===== config.mk =====
export PLATFORM = sky130hd
export DESIGN_NAME = tlk2711_tx_top
export DESIGN_NICKNAME = d
export VERILOG_FILES = /design/src/hdl/tlk2711_tx_pkg.sv /design/src/hdl/tlk2711_tx_top.sv /design/src/hdl/test_pattern_gen.sv /design/src/hdl/frame_sequencer.sv /design/src/hdl/tx_word_fifo.sv
export VERILOG_INCLUDE_DIRS = /design/src /design/src/include
export SDC_FILE = /design/constraint.sdc
export NUM_CORES = 2
export LEC_CHECK = 0
export BUFFER_PORTS_ARGS = -buffer_cell sky130_fd_sc_hd__buf_4
export CORE_MARGIN = 2
export CORE_UTILIZATION = 51
export DETAILED_ROUTE_END_ITERATION = 7
export PLACE_DENSITY = 0.66
export SETUP_SLACK_MARGIN = 0.4
export SLEW_MARGIN = 25
export SYNTH_ARGS = -nofsm -noshare
export SYNTH_HDL_FRONTEND = slang
export SYNTH_SLANG_ARGS = --single-unit
export TNS_END_PERCENT = 20

===== constraint.sdc =====
create_clock -name clk -period 7.4 [get_ports clk]
set_clock_uncertainty 0.1 [all_clocks]
set_input_delay 1.48 -clock clk [delete_from_list [all_inputs] [get_ports clk]]
set_output_delay 1.48 -clock clk [all_outputs]
set_load 0.02 [all_outputs]

===== src/include/tlk2711_tx_macros.svh =====
//////////////////////////////////////////////////////////////////////
// code words and fixed lengths for the TLK2711 transmit framer
// code words are {msb byte, lsb byte} as driven on the txd pins
// TLK_FIFO_DEPTH must be a power of two
//////////////////////////////////////////////////////////////////////
`ifndef TLK2711_TX_MACROS_SVH
`define TLK2711_TX_MACROS_SVH

// comma {D5.6, K28.5}, lsb byte is the K character
`define TLK_COMMA       16'hC5BC
// start of frame {K28.2, K27.7}
`define TLK_SOF         16'h5CFB
// end of frame {K29.7, K30.7}
`define TLK_EOF         16'hFDFE

`define TLK_HEAD0       16'hEB90
`define TLK_HEAD1       16'hE116

// file sign bytes
`define TLK_TX_IND      8'h81
`define TLK_FILE_END    8'h01

// comma runs around the frames
`define TLK_SYNC_WORDS  6
`define TLK_GAP_WORDS   256

// 64-bit entries
`define TLK_FIFO_DEPTH  64

`endif

===== src/hdl/tlk2711_tx_pkg.sv =====
//////////////////////////////////////////////////////////////////////
// enum types shared by the TLK2711 transmit framer and its testbench
// encodings of tx_state_e show up on the status port
//////////////////////////////////////////////////////////////////////
package tlk2711_tx_pkg;

    // values of i_tx_mode
    typedef enum logic [2:0] {
        NORM  = 3'd0,
        KCODE = 3'd1,
        TEST  = 3'd2
    } tx_mode_e;

    // normal mode frame sequence
    typedef enum logic [3:0] {
        IDLE,
        SYNC,
        SOF,
        HEAD,
        FILE_SIGN,
        FRAME_NUM,
        LENGTH,
        DATA,
        CSUM,
        EOF,
        GAP
    } tx_state_e;

    // test mode pattern
    typedef enum logic [1:0] {
        COMMA1,
        COMMA2,
        TSOF,
        COUNT
    } test_state_e;

endpackage


===== src/hdl/tlk2711_tx_top.sv =====
//////////////////////////////////////////////////////////////////////
// TLK2711 transmit framer, normal / K-code / test modes
// mode is latched on i_tx_start; normal mode needs data preloaded
// chip port words lag their source by one cycle
//////////////////////////////////////////////////////////////////////
`include "tlk2711_tx_macros.svh"

module tlk2711_tx_top (
    input  logic        clk,
    input  logic        i_soft_reset,
    input  logic [2:0]  i_tx_mode,
    input  logic        i_loopback_ena,
    input  logic        i_tx_pre,
    input  logic        i_tx_start,
    input  logic [15:0] i_tx_packet_body,
    input  logic [15:0] i_tx_packet_tail,
    input  logic [23:0] i_tx_body_num,
    input  logic        i_dma_rd_valid,
    input  logic [63:0] i_dma_rd_data,
    output logic        o_dma_rd_ready,
    output logic        o_tx_interrupt,
    output logic [8:0]  o_tx_status,
    output logic        o_2711_tkmsb,
    output logic        o_2711_tklsb,
    output logic        o_2711_enable,
    output logic        o_2711_loopen,
    output logic        o_2711_lckrefn,
    output logic        o_2711_testen,
    output logic        o_2711_prbsen,
    output logic        o_2711_pre,
    output logic [15:0] o_2711_txd
);

    tlk2711_tx_pkg::tx_mode_e  mode_q;
    tlk2711_tx_pkg::tx_state_e seq_state;

    logic        start_norm;
    logic        feed_en;
    logic        run_q;
    logic        chip_on;
    logic        fifo_wr;
    logic        fifo_pop;
    logic        fifo_full;
    logic        fifo_empty;
    logic [15:0] fifo_rdata;
    logic        run_done;
    logic [15:0] seq_txd;
    logic        seq_tkmsb;
    logic        seq_tklsb;
    logic [15:0] pat_txd;
    logic        pat_tkmsb;
    logic        pat_tklsb;

    assign start_norm     = i_tx_start && (i_tx_mode == tlk2711_tx_pkg::NORM);
    assign o_dma_rd_ready = ~fifo_full;
    assign fifo_wr        = i_dma_rd_valid && o_dma_rd_ready && feed_en;
    assign o_tx_status    = {fifo_empty, fifo_full, seq_state, mode_q};

    // static chip controls
    assign o_2711_enable  = chip_on;
    assign o_2711_lckrefn = chip_on;
    assign o_2711_testen  = 1'b0;
    assign o_2711_prbsen  = 1'b0;
    assign o_2711_loopen  = i_loopback_ena;
    assign o_2711_pre     = i_tx_pre;

    always_ff @(posedge clk) begin
        if (i_soft_reset) begin
            mode_q  <= tlk2711_tx_pkg::NORM;
            feed_en <= 1'b0;
            run_q   <= 1'b0;
            chip_on <= 1'b0;
        end else begin
            chip_on <= 1'b1;
            if (i_tx_start) begin
                mode_q <= tlk2711_tx_pkg::tx_mode_e'(i_tx_mode);
            end
            if (start_norm) begin
                feed_en <= 1'b1;
                run_q   <= 1'b1;
            end else if (run_done) begin
                run_q <= 1'b0;
            end
        end
    end

    //////////////////////////////////////////////////////////////////////
    // word sources
    //////////////////////////////////////////////////////////////////////
    tx_word_fifo u_fifo (
        .clk          (clk),
        .i_soft_reset (i_soft_reset),
        .i_wr_en      (fifo_wr),
        .i_wdata      (i_dma_rd_data),
        .i_rd_en      (fifo_pop),
        .o_rdata      (fifo_rdata),
        .o_full       (fifo_full),
        .o_empty      (fifo_empty)
    );

    frame_sequencer u_seq (
        .clk            (clk),
        .i_soft_reset   (i_soft_reset),
        .i_run          (run_q),
        .i_fifo_empty   (fifo_empty),
        .i_fifo_rdata   (fifo_rdata),
        .i_packet_body  (i_tx_packet_body),
        .i_packet_tail  (i_tx_packet_tail),
        .i_body_num     (i_tx_body_num),
        .o_fifo_pop     (fifo_pop),
        .o_txd          (seq_txd),
        .o_tkmsb        (seq_tkmsb),
        .o_tklsb        (seq_tklsb),
        .o_state        (seq_state),
        .o_run_done     (run_done),
        .o_tx_interrupt (o_tx_interrupt)
    );

    test_pattern_gen u_pat (
        .clk          (clk),
        .i_soft_reset (i_soft_reset),
        .i_enable     (mode_q == tlk2711_tx_pkg::TEST),
        .o_txd        (pat_txd),
        .o_tkmsb      (pat_tkmsb),
        .o_tklsb      (pat_tklsb)
    );

    // chip port register
    always_ff @(posedge clk) begin
        if (i_soft_reset) begin
            o_2711_txd   <= 16'h0000;
            o_2711_tkmsb <= 1'b0;
            o_2711_tklsb <= 1'b0;
        end else begin
            case (mode_q)
                tlk2711_tx_pkg::KCODE: begin
                    o_2711_txd   <= `TLK_SOF;
                    o_2711_tkmsb <= 1'b1;
                    o_2711_tklsb <= 1'b1;
                end
                tlk2711_tx_pkg::TEST: begin
                    o_2711_txd   <= pat_txd;
                    o_2711_tkmsb <= pat_tkmsb;
                    o_2711_tklsb <= pat_tklsb;
                end
                default: begin
                    o_2711_txd   <= seq_txd;
                    o_2711_tkmsb <= seq_tkmsb;
                    o_2711_tklsb <= seq_tklsb;
                end
            endcase
        end
    end

endmodule


===== src/hdl/test_pattern_gen.sv =====
//////////////////////////////////////////////////////////////////////
// test mode source: comma, comma, SOF, then {n,n} for n = 0..255
// restarts from the first comma whenever enable drops
//////////////////////////////////////////////////////////////////////
`include "tlk2711_tx_macros.svh"

module test_pattern_gen (
    input  logic        clk,
    input  logic        i_soft_reset,
    input  logic        i_enable,
    output logic [15:0] o_txd,
    output logic        o_tkmsb,
    output logic        o_tklsb
);

    tlk2711_tx_pkg::test_state_e state;
    logic [7:0] cnt;

    always_ff @(posedge clk) begin
        if (i_soft_reset || !i_enable) begin
            state   <= tlk2711_tx_pkg::COMMA1;
            cnt     <= 8'd0;
            o_txd   <= 16'h0000;
            o_tkmsb <= 1'b0;
            o_tklsb <= 1'b0;
        end else begin
            case (state)
                tlk2711_tx_pkg::COMMA1, tlk2711_tx_pkg::COMMA2: begin
                    o_txd              <= `TLK_COMMA;
                    {o_tkmsb, o_tklsb} <= 2'b01;
                    cnt                <= 8'd0;
                    state <= (state == tlk2711_tx_pkg::COMMA1) ? tlk2711_tx_pkg::COMMA2
                                                               : tlk2711_tx_pkg::TSOF;
                end
                tlk2711_tx_pkg::TSOF: begin
                    o_txd              <= `TLK_SOF;
                    {o_tkmsb, o_tklsb} <= 2'b11;
                    state              <= tlk2711_tx_pkg::COUNT;
                end
                default: begin
                    // counting words carry no K flags
                    o_txd              <= {cnt, cnt};
                    {o_tkmsb, o_tklsb} <= 2'b00;
                    cnt                <= cnt + 8'd1;
                    if (&cnt) begin
                        state <= tlk2711_tx_pkg::COMMA1;
                    end
                end
            endcase
        end
    end

endmodule


===== src/hdl/frame_sequencer.sv =====
//////////////////////////////////////////////////////////////////////
// normal mode framer: sync, frames of length/2 data words, gap, irq
// no stall on FIFO underflow, data for a frame must be loaded first
// lengths are in bytes and should be even and at least 2
//////////////////////////////////////////////////////////////////////
`include "tlk2711_tx_macros.svh"

module frame_sequencer (
    input  logic                      clk,
    input  logic                      i_soft_reset,
    input  logic                      i_run,
    input  logic                      i_fifo_empty,
    input  logic [15:0]               i_fifo_rdata,
    input  logic [15:0]               i_packet_body,
    input  logic [15:0]               i_packet_tail,
    input  logic [23:0]               i_body_num,
    output logic                      o_fifo_pop,
    output logic [15:0]               o_txd,
    output logic                      o_tkmsb,
    output logic                      o_tklsb,
    output tlk2711_tx_pkg::tx_state_e o_state,
    output logic                      o_run_done,
    output logic                      o_tx_interrupt
);

    tlk2711_tx_pkg::tx_state_e state;
    tlk2711_tx_pkg::tx_state_e next_state;

    // shared step counter, cleared on every state change
    logic [15:0] cnt;
    logic [23:0] frame_cnt;
    logic [15:0] len_q;
    logic [15:0] csum;
    logic [15:0] word;
    logic [1:0]  kflags;
    logic        last;
    logic        gap_end;
    logic        done_q;

    assign last    = (frame_cnt == i_body_num);
    assign gap_end = (state == tlk2711_tx_pkg::GAP) && (cnt == 16'(`TLK_GAP_WORDS - 1));

    assign o_state        = state;
    assign o_fifo_pop     = (state == tlk2711_tx_pkg::DATA);
    assign o_run_done     = done_q;
    assign o_tx_interrupt = done_q;

    //////////////////////////////////////////////////////////////////////
    // word of the current state
    //////////////////////////////////////////////////////////////////////
    always_comb begin
        word   = 16'h0000;
        kflags = 2'b00;
        case (state)
            tlk2711_tx_pkg::SYNC, tlk2711_tx_pkg::GAP: begin
                word   = `TLK_COMMA;
                kflags = 2'b01;
            end
            tlk2711_tx_pkg::SOF: begin
                word   = `TLK_SOF;
                kflags = 2'b11;
            end
            tlk2711_tx_pkg::HEAD:      word = cnt[0] ? `TLK_HEAD1 : `TLK_HEAD0;
            tlk2711_tx_pkg::FILE_SIGN: word = {`TLK_TX_IND, last ? `TLK_FILE_END : 8'h00};
            tlk2711_tx_pkg::FRAME_NUM: word = frame_cnt[15:0];
            tlk2711_tx_pkg::LENGTH:    word = len_q;
            tlk2711_tx_pkg::DATA:      word = i_fifo_rdata;
            tlk2711_tx_pkg::CSUM:      word = csum;
            tlk2711_tx_pkg::EOF: begin
                word   = `TLK_EOF;
                kflags = 2'b11;
            end
            default: ;
        endcase
    end

    always_comb begin
        next_state = state;
        case (state)
            tlk2711_tx_pkg::IDLE: begin
                // done_q blocks a restart while the run flag is still clearing
                if (i_run && !i_fifo_empty && !done_q) begin
                    next_state = tlk2711_tx_pkg::SYNC;
                end
            end
            tlk2711_tx_pkg::SYNC: begin
                if (cnt == 16'(`TLK_SYNC_WORDS - 1)) begin
                    next_state = tlk2711_tx_pkg::SOF;
                end
            end
            tlk2711_tx_pkg::SOF: next_state = tlk2711_tx_pkg::HEAD;
            tlk2711_tx_pkg::HEAD: begin
                if (cnt[0]) begin
                    next_state = tlk2711_tx_pkg::FILE_SIGN;
                end
            end
            tlk2711_tx_pkg::FILE_SIGN: next_state = tlk2711_tx_pkg::FRAME_NUM;
            tlk2711_tx_pkg::FRAME_NUM: next_state = tlk2711_tx_pkg::LENGTH;
            tlk2711_tx_pkg::LENGTH: begin
                next_state = (len_q[15:1] == 15'd0) ? tlk2711_tx_pkg::CSUM
                                                    : tlk2711_tx_pkg::DATA;
            end
            tlk2711_tx_pkg::DATA: begin
                if (cnt == {1'b0, len_q[15:1]} - 16'd1) begin
                    next_state = tlk2711_tx_pkg::CSUM;
                end
            end
            tlk2711_tx_pkg::CSUM: next_state = tlk2711_tx_pkg::EOF;
            tlk2711_tx_pkg::EOF:  next_state = tlk2711_tx_pkg::GAP;
            tlk2711_tx_pkg::GAP: begin
                if (gap_end) begin
                    next_state = last ? tlk2711_tx_pkg::IDLE : tlk2711_tx_pkg::SOF;
                end
            end
            default: next_state = tlk2711_tx_pkg::IDLE;
        endcase
    end

    //////////////////////////////////////////////////////////////////////
    // state, counters and output word
    //////////////////////////////////////////////////////////////////////
    always_ff @(posedge clk) begin
        if (i_soft_reset) begin
            state     <= tlk2711_tx_pkg::IDLE;
            cnt       <= 16'd0;
            frame_cnt <= 24'd0;
            done_q    <= 1'b0;
            o_txd     <= 16'h0000;
            o_tkmsb   <= 1'b0;
            o_tklsb   <= 1'b0;
        end else begin
            state <= next_state;
            cnt   <= (next_state != state) ? 16'd0 : cnt + 16'd1;
            if (state == tlk2711_tx_pkg::IDLE) begin
                frame_cnt <= 24'd0;
            end else if (gap_end && !last) begin
                frame_cnt <= frame_cnt + 24'd1;
            end
            done_q             <= gap_end && last;
            o_txd              <= word;
            {o_tkmsb, o_tklsb} <= kflags;
        end
    end

    // frame length and checksum
    always_ff @(posedge clk) begin
        if (state == tlk2711_tx_pkg::SOF) begin
            len_q <= last ? i_packet_tail : i_packet_body;
            csum  <= 16'h0000;
        end else if (state inside {tlk2711_tx_pkg::FILE_SIGN, tlk2711_tx_pkg::FRAME_NUM,
                                   tlk2711_tx_pkg::LENGTH, tlk2711_tx_pkg::DATA}) begin
            csum <= csum + word;
        end
    end

    // FIFO must hold the whole frame before DATA starts
    a_data_not_empty: assert property (@(posedge clk) disable iff (i_soft_reset)
        state == tlk2711_tx_pkg::DATA |-> !i_fifo_empty);

    // one interrupt per run, the run flag drops right after it
    a_irq_pulse: assert property (@(posedge clk) disable iff (i_soft_reset)
        o_tx_interrupt |=> !o_tx_interrupt && !i_run);

endmodule


===== src/hdl/tx_word_fifo.sv =====
//////////////////////////////////////////////////////////////////////
// first-word-fall-through FIFO, 64-bit writes, 16-bit reads
// half-words leave lowest first; o_empty means no whole entry left
// caller must not write when full or pop when empty
//////////////////////////////////////////////////////////////////////
`include "tlk2711_tx_macros.svh"

module tx_word_fifo (
    input  logic        clk,
    input  logic        i_soft_reset,
    input  logic        i_wr_en,
    input  logic [63:0] i_wdata,
    input  logic        i_rd_en,
    output logic [15:0] o_rdata,
    output logic        o_full,
    output logic        o_empty
);

    localparam int AW = $clog2(`TLK_FIFO_DEPTH);

    logic [63:0]   mem [`TLK_FIFO_DEPTH];
    logic [AW-1:0] wr_ptr;
    logic [AW-1:0] rd_ptr;
    logic [AW:0]   count;
    logic [1:0]    half;
    logic          entry_done;

    // last half-word of the head entry is being popped
    assign entry_done = i_rd_en && (half == 2'd3);

    assign o_empty = (count == '0);
    assign o_full  = (count == (AW+1)'(`TLK_FIFO_DEPTH));
    assign o_rdata = mem[rd_ptr][{half, 4'b0000} +: 16];

    always_ff @(posedge clk) begin
        if (i_wr_en) begin
            mem[wr_ptr] <= i_wdata;
        end
    end

    always_ff @(posedge clk) begin
        if (i_soft_reset) begin
            wr_ptr <= '0;
            rd_ptr <= '0;
            count  <= '0;
            half   <= 2'd0;
        end else begin
            if (i_wr_en) begin
                wr_ptr <= wr_ptr + 1'b1;
            end
            if (i_rd_en) begin
                half <= half + 2'd1;
            end
            if (entry_done) begin
                rd_ptr <= rd_ptr + 1'b1;
            end
            case ({i_wr_en, entry_done})
                2'b10:   count <= count + 1'b1;
                2'b01:   count <= count - 1'b1;
                default: count <= count;
            endcase
        end
    end

    //////////////////////////////////////////////////////////////////////
    // protocol checks on both sides
    //////////////////////////////////////////////////////////////////////

    // DMA side must see ready low while full
    a_no_overflow: assert property (@(posedge clk) disable iff (i_soft_reset)
        i_wr_en |-> !o_full);

    // sequencer only pops preloaded data
    a_no_underflow: assert property (@(posedge clk) disable iff (i_soft_reset)
        i_rd_en |-> !o_empty);

endmodule


## Word level (Yosys, flattened, before mapping)

Memory sizes are Yosys's and may differ from the RTL's. A register that Yosys moved wholly into a read port is not among the register bits.
Cells that the tools add are included.

- Input bits: 129
- Register bits: 168
- Memory bits (writable): 4096
- Word-level logic and storage cells: 122
- Output and inout bits: 35
- Memories: 1

- Bitwise logic cells: 1
- Eq/ne operators: 23
- Add/subtract/negate cells: 10
- Reductions and logical operators: 30
- Muxes and demuxes: 31
- Shift-type cells: 1

Memory list:

| name | words | width | rd ports | clocked after Yosys merged registers in | write ports | line | RTL |
|---|---|---|---|---|---|---|---|
| u_fifo.mem | 64 | 64 | 1 | 1 | 1 | tx_word_fifo.sv:21 | `` logic [63:0] mem [`TLK_FIFO_DEPTH]; `` |

Operators with widths:

| operator | number |
|---|---|
| 16-bit one-hot mux with 9 select lines | 1 |
| 16-bit one-hot mux with 2 select lines | 2 |
| 64-bit by 7-bit variable part select with 16-bit output | 1 |
| 4-bit one-hot mux with 11 select lines | 1 |
| 24-bit by 1-bit adder with 24-bit output (second input constant) | 1 |
| 24-bit equality test | 1 |
| 4-bit 2-to-1 mux | 6 |
| 16-bit by 1-bit adder with 16-bit output (second input constant) | 1 |
| 16-bit adder | 1 |
| 16-bit equality test | 1 |
| 16-bit by 3-bit equality test with 1-bit output (second input constant) | 1 |
| 16-bit by 8-bit equality test with 1-bit output (second input constant) | 1 |
| 4-bit by 3-bit equality test with 1-bit output (second input constant) | 4 |
| 16-bit 2-to-1 mux | 1 |
| 8-bit one-hot mux with 2 select lines | 1 |
| 15-bit by 1-bit subtractor with 16-bit output (second input constant) | 1 |
| 15-bit zero test | 1 |
| 7-bit one-hot mux with 2 select lines | 1 |
| 6-bit by 1-bit adder with 6-bit output (second input constant) | 2 |
| 4-bit equality test (second input constant) | 3 |
| 12-bit 2-to-1 mux | 1 |
| 6-bit 2-to-1 mux | 2 |
| 2-bit OR reduction | 5 |
| 1-bit logical AND | 9 |
| other kinds (28) | 47 |

## Longest topological paths before layout

- Word-level depth: 8
- Mapped depth: 21
- Depth with buffers taken out: 19

## Cells and area by module

A second synthesis with hierarchy kept.

- Cell total of the unflattened synthesis: 8222
- Area, all modules: 166868.8 sq um

Modules (own cells, without submodules):

| module | seq. area each (sq um) | times used | cells each | area each (sq um) |
|---|---|---|---|---|
| tx_word_fifo | 123538.5 | 1 | 7260 | 158689.7 |
| frame_sequencer | 2062.0 | 1 | 730 | 6085.8 |
| test_pattern_gen | 560.5 | 1 | 112 | 1051.0 |
| tlk2711_tx_top | 480.5 | 1 | 120 | 1042.2 |

## Least setup slack after synthesis

No wires, ideal clock.

- Path kind: input-to-reg
- Start: in i_dma_rd_valid
- End: mem u_fifo.mem[31][0] (enable)
- Setup slack: 1683 ps
- Data arrival time: 5129 ps
- Required time: 6812 ps
- Setup time: 488 ps
- Cell stages on the path: 6
- Path buffers: 2
- Cell sequence: and3_1 clkbuf_1 and2_0 clkbuf_1 nand3_1 nor2_1

- Longest elaborated chain between the ends: 4

RTL lines:

| what | line | RTL |
|---|---|---|
| start, declared | tlk2711_tx_top.sv:18 | `input logic i_dma_rd_valid,` |
| 1-bit logical AND (2 in a row) | tlk2711_tx_top.sv:56 | `assign fifo_wr = i_dma_rd_valid && o_dma_rd_ready && feed_en;` |
| 1-bit 2-to-1 mux | tx_word_fifo.sv:36 | `if (i_wr_en) begin` |
| 1-bit 2-to-1 mux (implied by the code) | tx_word_fifo.sv:37 | `mem[wr_ptr] <= i_wdata;` |
| end, declared | tx_word_fifo.sv:21 |  |

No other way between the ends.

==> key figures <==
Synth
  – Netlist cell types: 74
  – Sequential fraction of the synthesis area: 76.9%
  – Synth Cell Area: 165000 µm²
  – Gate Count Post-Synth: 7035
  – Seq cells post-synth: 4270
  – Yosys warns: 0
  – Main synth FF type: edfxtp_1
  – Post-synth EDFFs: 4112
  – Asr flop ratio synth: 0%
  – Syn Area/Cell: 23.4 µm²

Status
  – Outcome: finished clean

Cells and area
  – Final instance count without filler cells: 12200
  – Most frequent cells in the layout: edfxtp_1, mux4_2, clkbuf_16
  – Layout area overhead: 13.6%
  – Design Area, Final: 187000 µm²
  – Final nets: 7700
  – FILL cells: 22500
  – Fraction of layout cells with a size suffix above 1: 31.5%
  – Commonest non-fill, non-tap cell in the layout: edfxtp_1
  – Util after Layout: 58.2%

Global route
  – Initial antenna violation count: 18
  – Aggregate global-route resource usage: 28.0%
  – Overflow left after global routing: 0
  – Pin count of the biggest net entering global routing: 88
  – Vias in the first global route: 79800
  – First-pass GRT wire length: 634000 µm

Clock network
  – Clock Path Buffers: 4
  – Sink Count: 4270
  – CTS tree: built
  – # resized after CTS: 0
  – CTS clk-pin slew, worst paths: 70 ps
  – Cts-stage hold buffer count: 0
  – Post-CTS setup buffers: 0
  – H-Tree Depth: 5
  – Clock Root Buffer: clkbuf_16
  – Clk_lat worst skew: 970 ps
  – Clock buffer count from CTS: 421

Floorplan
  – Initial Util: 51.3%
  – Row cnt: 208
  – IO Pins: 164
  – DIE HEIGHT: 572 µm
  – Die area: 327000 µm²
  – Horiz. Die Dim: 572 µm
  – Core Area: 321000 µm²

Timing
  – RSZ-0062 raised after global routing: false
  – Worst-margin pin slew: 1160 ps
  – Endpoints failing setup: 0
  – Worst slew margin relative to its limit: 22.9%
  – Final Critical Period: 6560 ps
  – Sum Neg Setup Slack: 0 ps
  – Count of final hold-check violations: 0
  – Tcrit/Tclk final: 88.7%
  – Fmax: 152 MHz
  – Final Max Tran Viols: 0

Pwr
  – Static Leakage: 56.2 nW
  – VDD IR-drop max: 230 µV
  – Power per cell area: 258 nW/µm²

Placed design
  – Dpl cells: 11400
  – Final Wtd Congestion: 0.890
  – Placement Cell Area: 173000 µm²
  – DPL Wire Length: 241000 µm
  – Port Buffers: 157

Setup path
  – WP data required: 8180 ps
  – Worst-path cell chain: buf_12 -> mux4_2 -> mux4_2 -> mux4_2 -> mux2i_1 -> nand2_1 -> o21ai_0 -> o21ai_1 -> ha_1 -> fa_1 -> a21o_1 -> a21oi_1 -> o21bai_1 -> a21oi_1 -> o21bai_1 -> a211o_1 -> a41oi_1 -> xor2_1 -> a211oi_1
  – Critical path peak fanout: 45
  – R2R Setup Slk: 840 ps
  – Critical path's slowest cell: dfxtp_4
  – Startpoint types: flip-flop
  – Crit path kind: flip-flop to flip-flop
  – Worst EP arrival: 7340 ps
  – Worst Setup End Kind: flip-flop
  – Crit-path max cell delay: 670 ps
  – CP dominant cell by count: mux4_2

Detailed routing
  – 1st-pass router iterations: 7
  – Post-detailed-route via-to-cell ratio: 6.71
  – Via count: 81800
  – Routed WL: 460000 µm
  – Antenna-violating nets left: 0
  – Drt wl/cell: 37.7 µm
  – Iter 0 DRT Violations: 12400
  – DRC: 0

Flow run
  – Max_cap viols: 0

Hold path
  – Hold WC Path Type: flip-flop to flip-flop
==> cell usage after synthesis (4+ instances only) <==
| cell | number | share of area, % |
|---|---|---|
| a211o_1 | 7 | 0.037 |
| a211oi_1 | 24 | 0.11 |
| a21o_1 | 12 | 0.055 |
| a21oi_1 | 74 | 0.22 |
| a221oi_1 | 7 | 0.037 |
| a22o_1 | 10 | 0.053 |
| a22oi_1 | 17 | 0.078 |
| a31oi_1 | 8 | 0.030 |
| and2_1 | 20 | 0.076 |
| and3_1 | 15 | 0.057 |
| and4_1 | 6 | 0.032 |
| buf_1 | 67 | 0.15 |
| buf_2 | 123 | 0.37 |
| buf_4 | 18 | 0.082 |
| buf_6 | 4 | 0.027 |
| clkbuf_1 | 170 | 0.39 |
| dfxtp_1 | 158 | 1.9 |
| edfxtp_1 | 4112 | 75 |
| ha_1 | 34 | 0.26 |
| inv_1 | 26 | 0.059 |
| mux2_2 | 24 | 0.16 |
| mux2i_1 | 41 | 0.25 |
| mux4_2 | 1316 | 18 |
| nand2_1 | 124 | 0.28 |
| nand2b_1 | 11 | 0.042 |
| nand3_1 | 30 | 0.091 |
| nand3b_1 | 4 | 0.018 |
| nand4_1 | 11 | 0.042 |
| nor2_1 | 218 | 0.50 |
| nor2b_1 | 22 | 0.084 |
| nor3_1 | 25 | 0.076 |
| nor3b_1 | 4 | 0.018 |
| nor4_1 | 9 | 0.034 |
| o2111ai_1 | 12 | 0.064 |
| o211ai_1 | 9 | 0.041 |
| o21a_1 | 12 | 0.055 |
| o21ai_0 | 44 | 0.13 |
| o221ai_1 | 5 | 0.027 |
| o22ai_1 | 17 | 0.065 |
| or2_2 | 5 | 0.019 |
| or3_1 | 17 | 0.065 |
| or4_1 | 8 | 0.036 |
| xnor2_1 | 49 | 0.26 |
| xor2_1 | 57 | 0.30 |
==> metrics by stage <==
step	total power [mW]	worst slack (ps)	hold WS [ps]
after floorplan	27.2	1680	332
after global placement	27.6	903	343
after detailed placement	27.7	996	363
after CTS	48.4	974	377
after global routing	49.3	641	392
final	48.1	840	373
==> power by group <==
group          total (mW)  leakage [nW]  internal [mW]  switching (mW)
Sequential           26.6          38.2           26.5          0.0536
Clock                21.0          6.60           11.9            9.07
Combinational       0.573          11.4          0.143           0.431
Total                48.1          56.2           38.6            9.56
==> sequential cells by signal, summed over array words and instances, names as in the netlist, 2 cells and up, named ones only <==
name / cells
u_pat.cnt: 8
mode_q: 3
u_seq.o_txd: 16
u_seq.csum: 16
u_fifo.half: 2
o_2711_txd: 16
u_pat.state: 2
u_fifo.mem: 4096
u_fifo.rd_ptr: 6
u_pat.o_txd: 16
u_fifo.wr_ptr: 6
u_seq.len_q: 16
u_seq.o_state: 4
u_seq.cnt: 16
u_seq.frame_cnt: 24
u_fifo.count: 7
==> cells by family after synthesis <==
group                    count (synthesis)  share of synthesized area, %
AO/OA/AOI/OAI                          290                          1.17
other                                    1                       0.00228
multiplexers                          1381                          18.4
AND/OR/NAND/NOR                        540                          1.53
adder cells (fa/ha/maj)                 37                         0.289
buffers and inverters                  410                          1.09
XOR/XNOR                               106                         0.564
flip-flops                            4270                          76.9
==> layer usage <==
| layer | GRT usage, % | share of wire, % |
|---|---|---|
| met3 | 5.40 | 11 |
| met5 | 0 | 0.022 |
| met2 | 44.6 | 48 |
| met4 | 9.16 | 3.7 |
| met1 | 39.5 | 38 |
==> final cells by class <==
type                       instances  area (µm²)  share of cell area (%)
timing repair buffer             458        4570                    2.45
inverter                          28         105                  0.0562
multi-input combinational       2356       36700                    19.6
antenna                            7        17.5                 0.00937
sequential                      4270      127000                    67.8
clock inverter                   250        2350                    1.26
tap                             4305        5390                    2.88
clock buffer                     517       11200                    5.97
==> worst max-delay path: cells and delay by family (launching register included) <==
family / cells / cell delay, ps
multiplexers: 4 / 1820
buffers and inverters: 1 / 400
adder cells (fa/ha/maj): 2 / 660
XOR/XNOR: 1 / 100
flip-flops: 1 / 670
AND/OR/NAND/NOR: 1 / 350
AO/OA/AOI/OAI: 10 / 2260
==> final timing paths <==
kind | startpoint | cells after the start | endpoint
min | feed_en | 2 | feed_en
min reg2reg | feed_en | 2 | feed_en
max | flip-flop | 19 | u_seq.csum[14]
max reg2reg | flip-flop | 19 | u_seq.csum[14]
No activity file was read; power rests on OpenSTA's default activity.
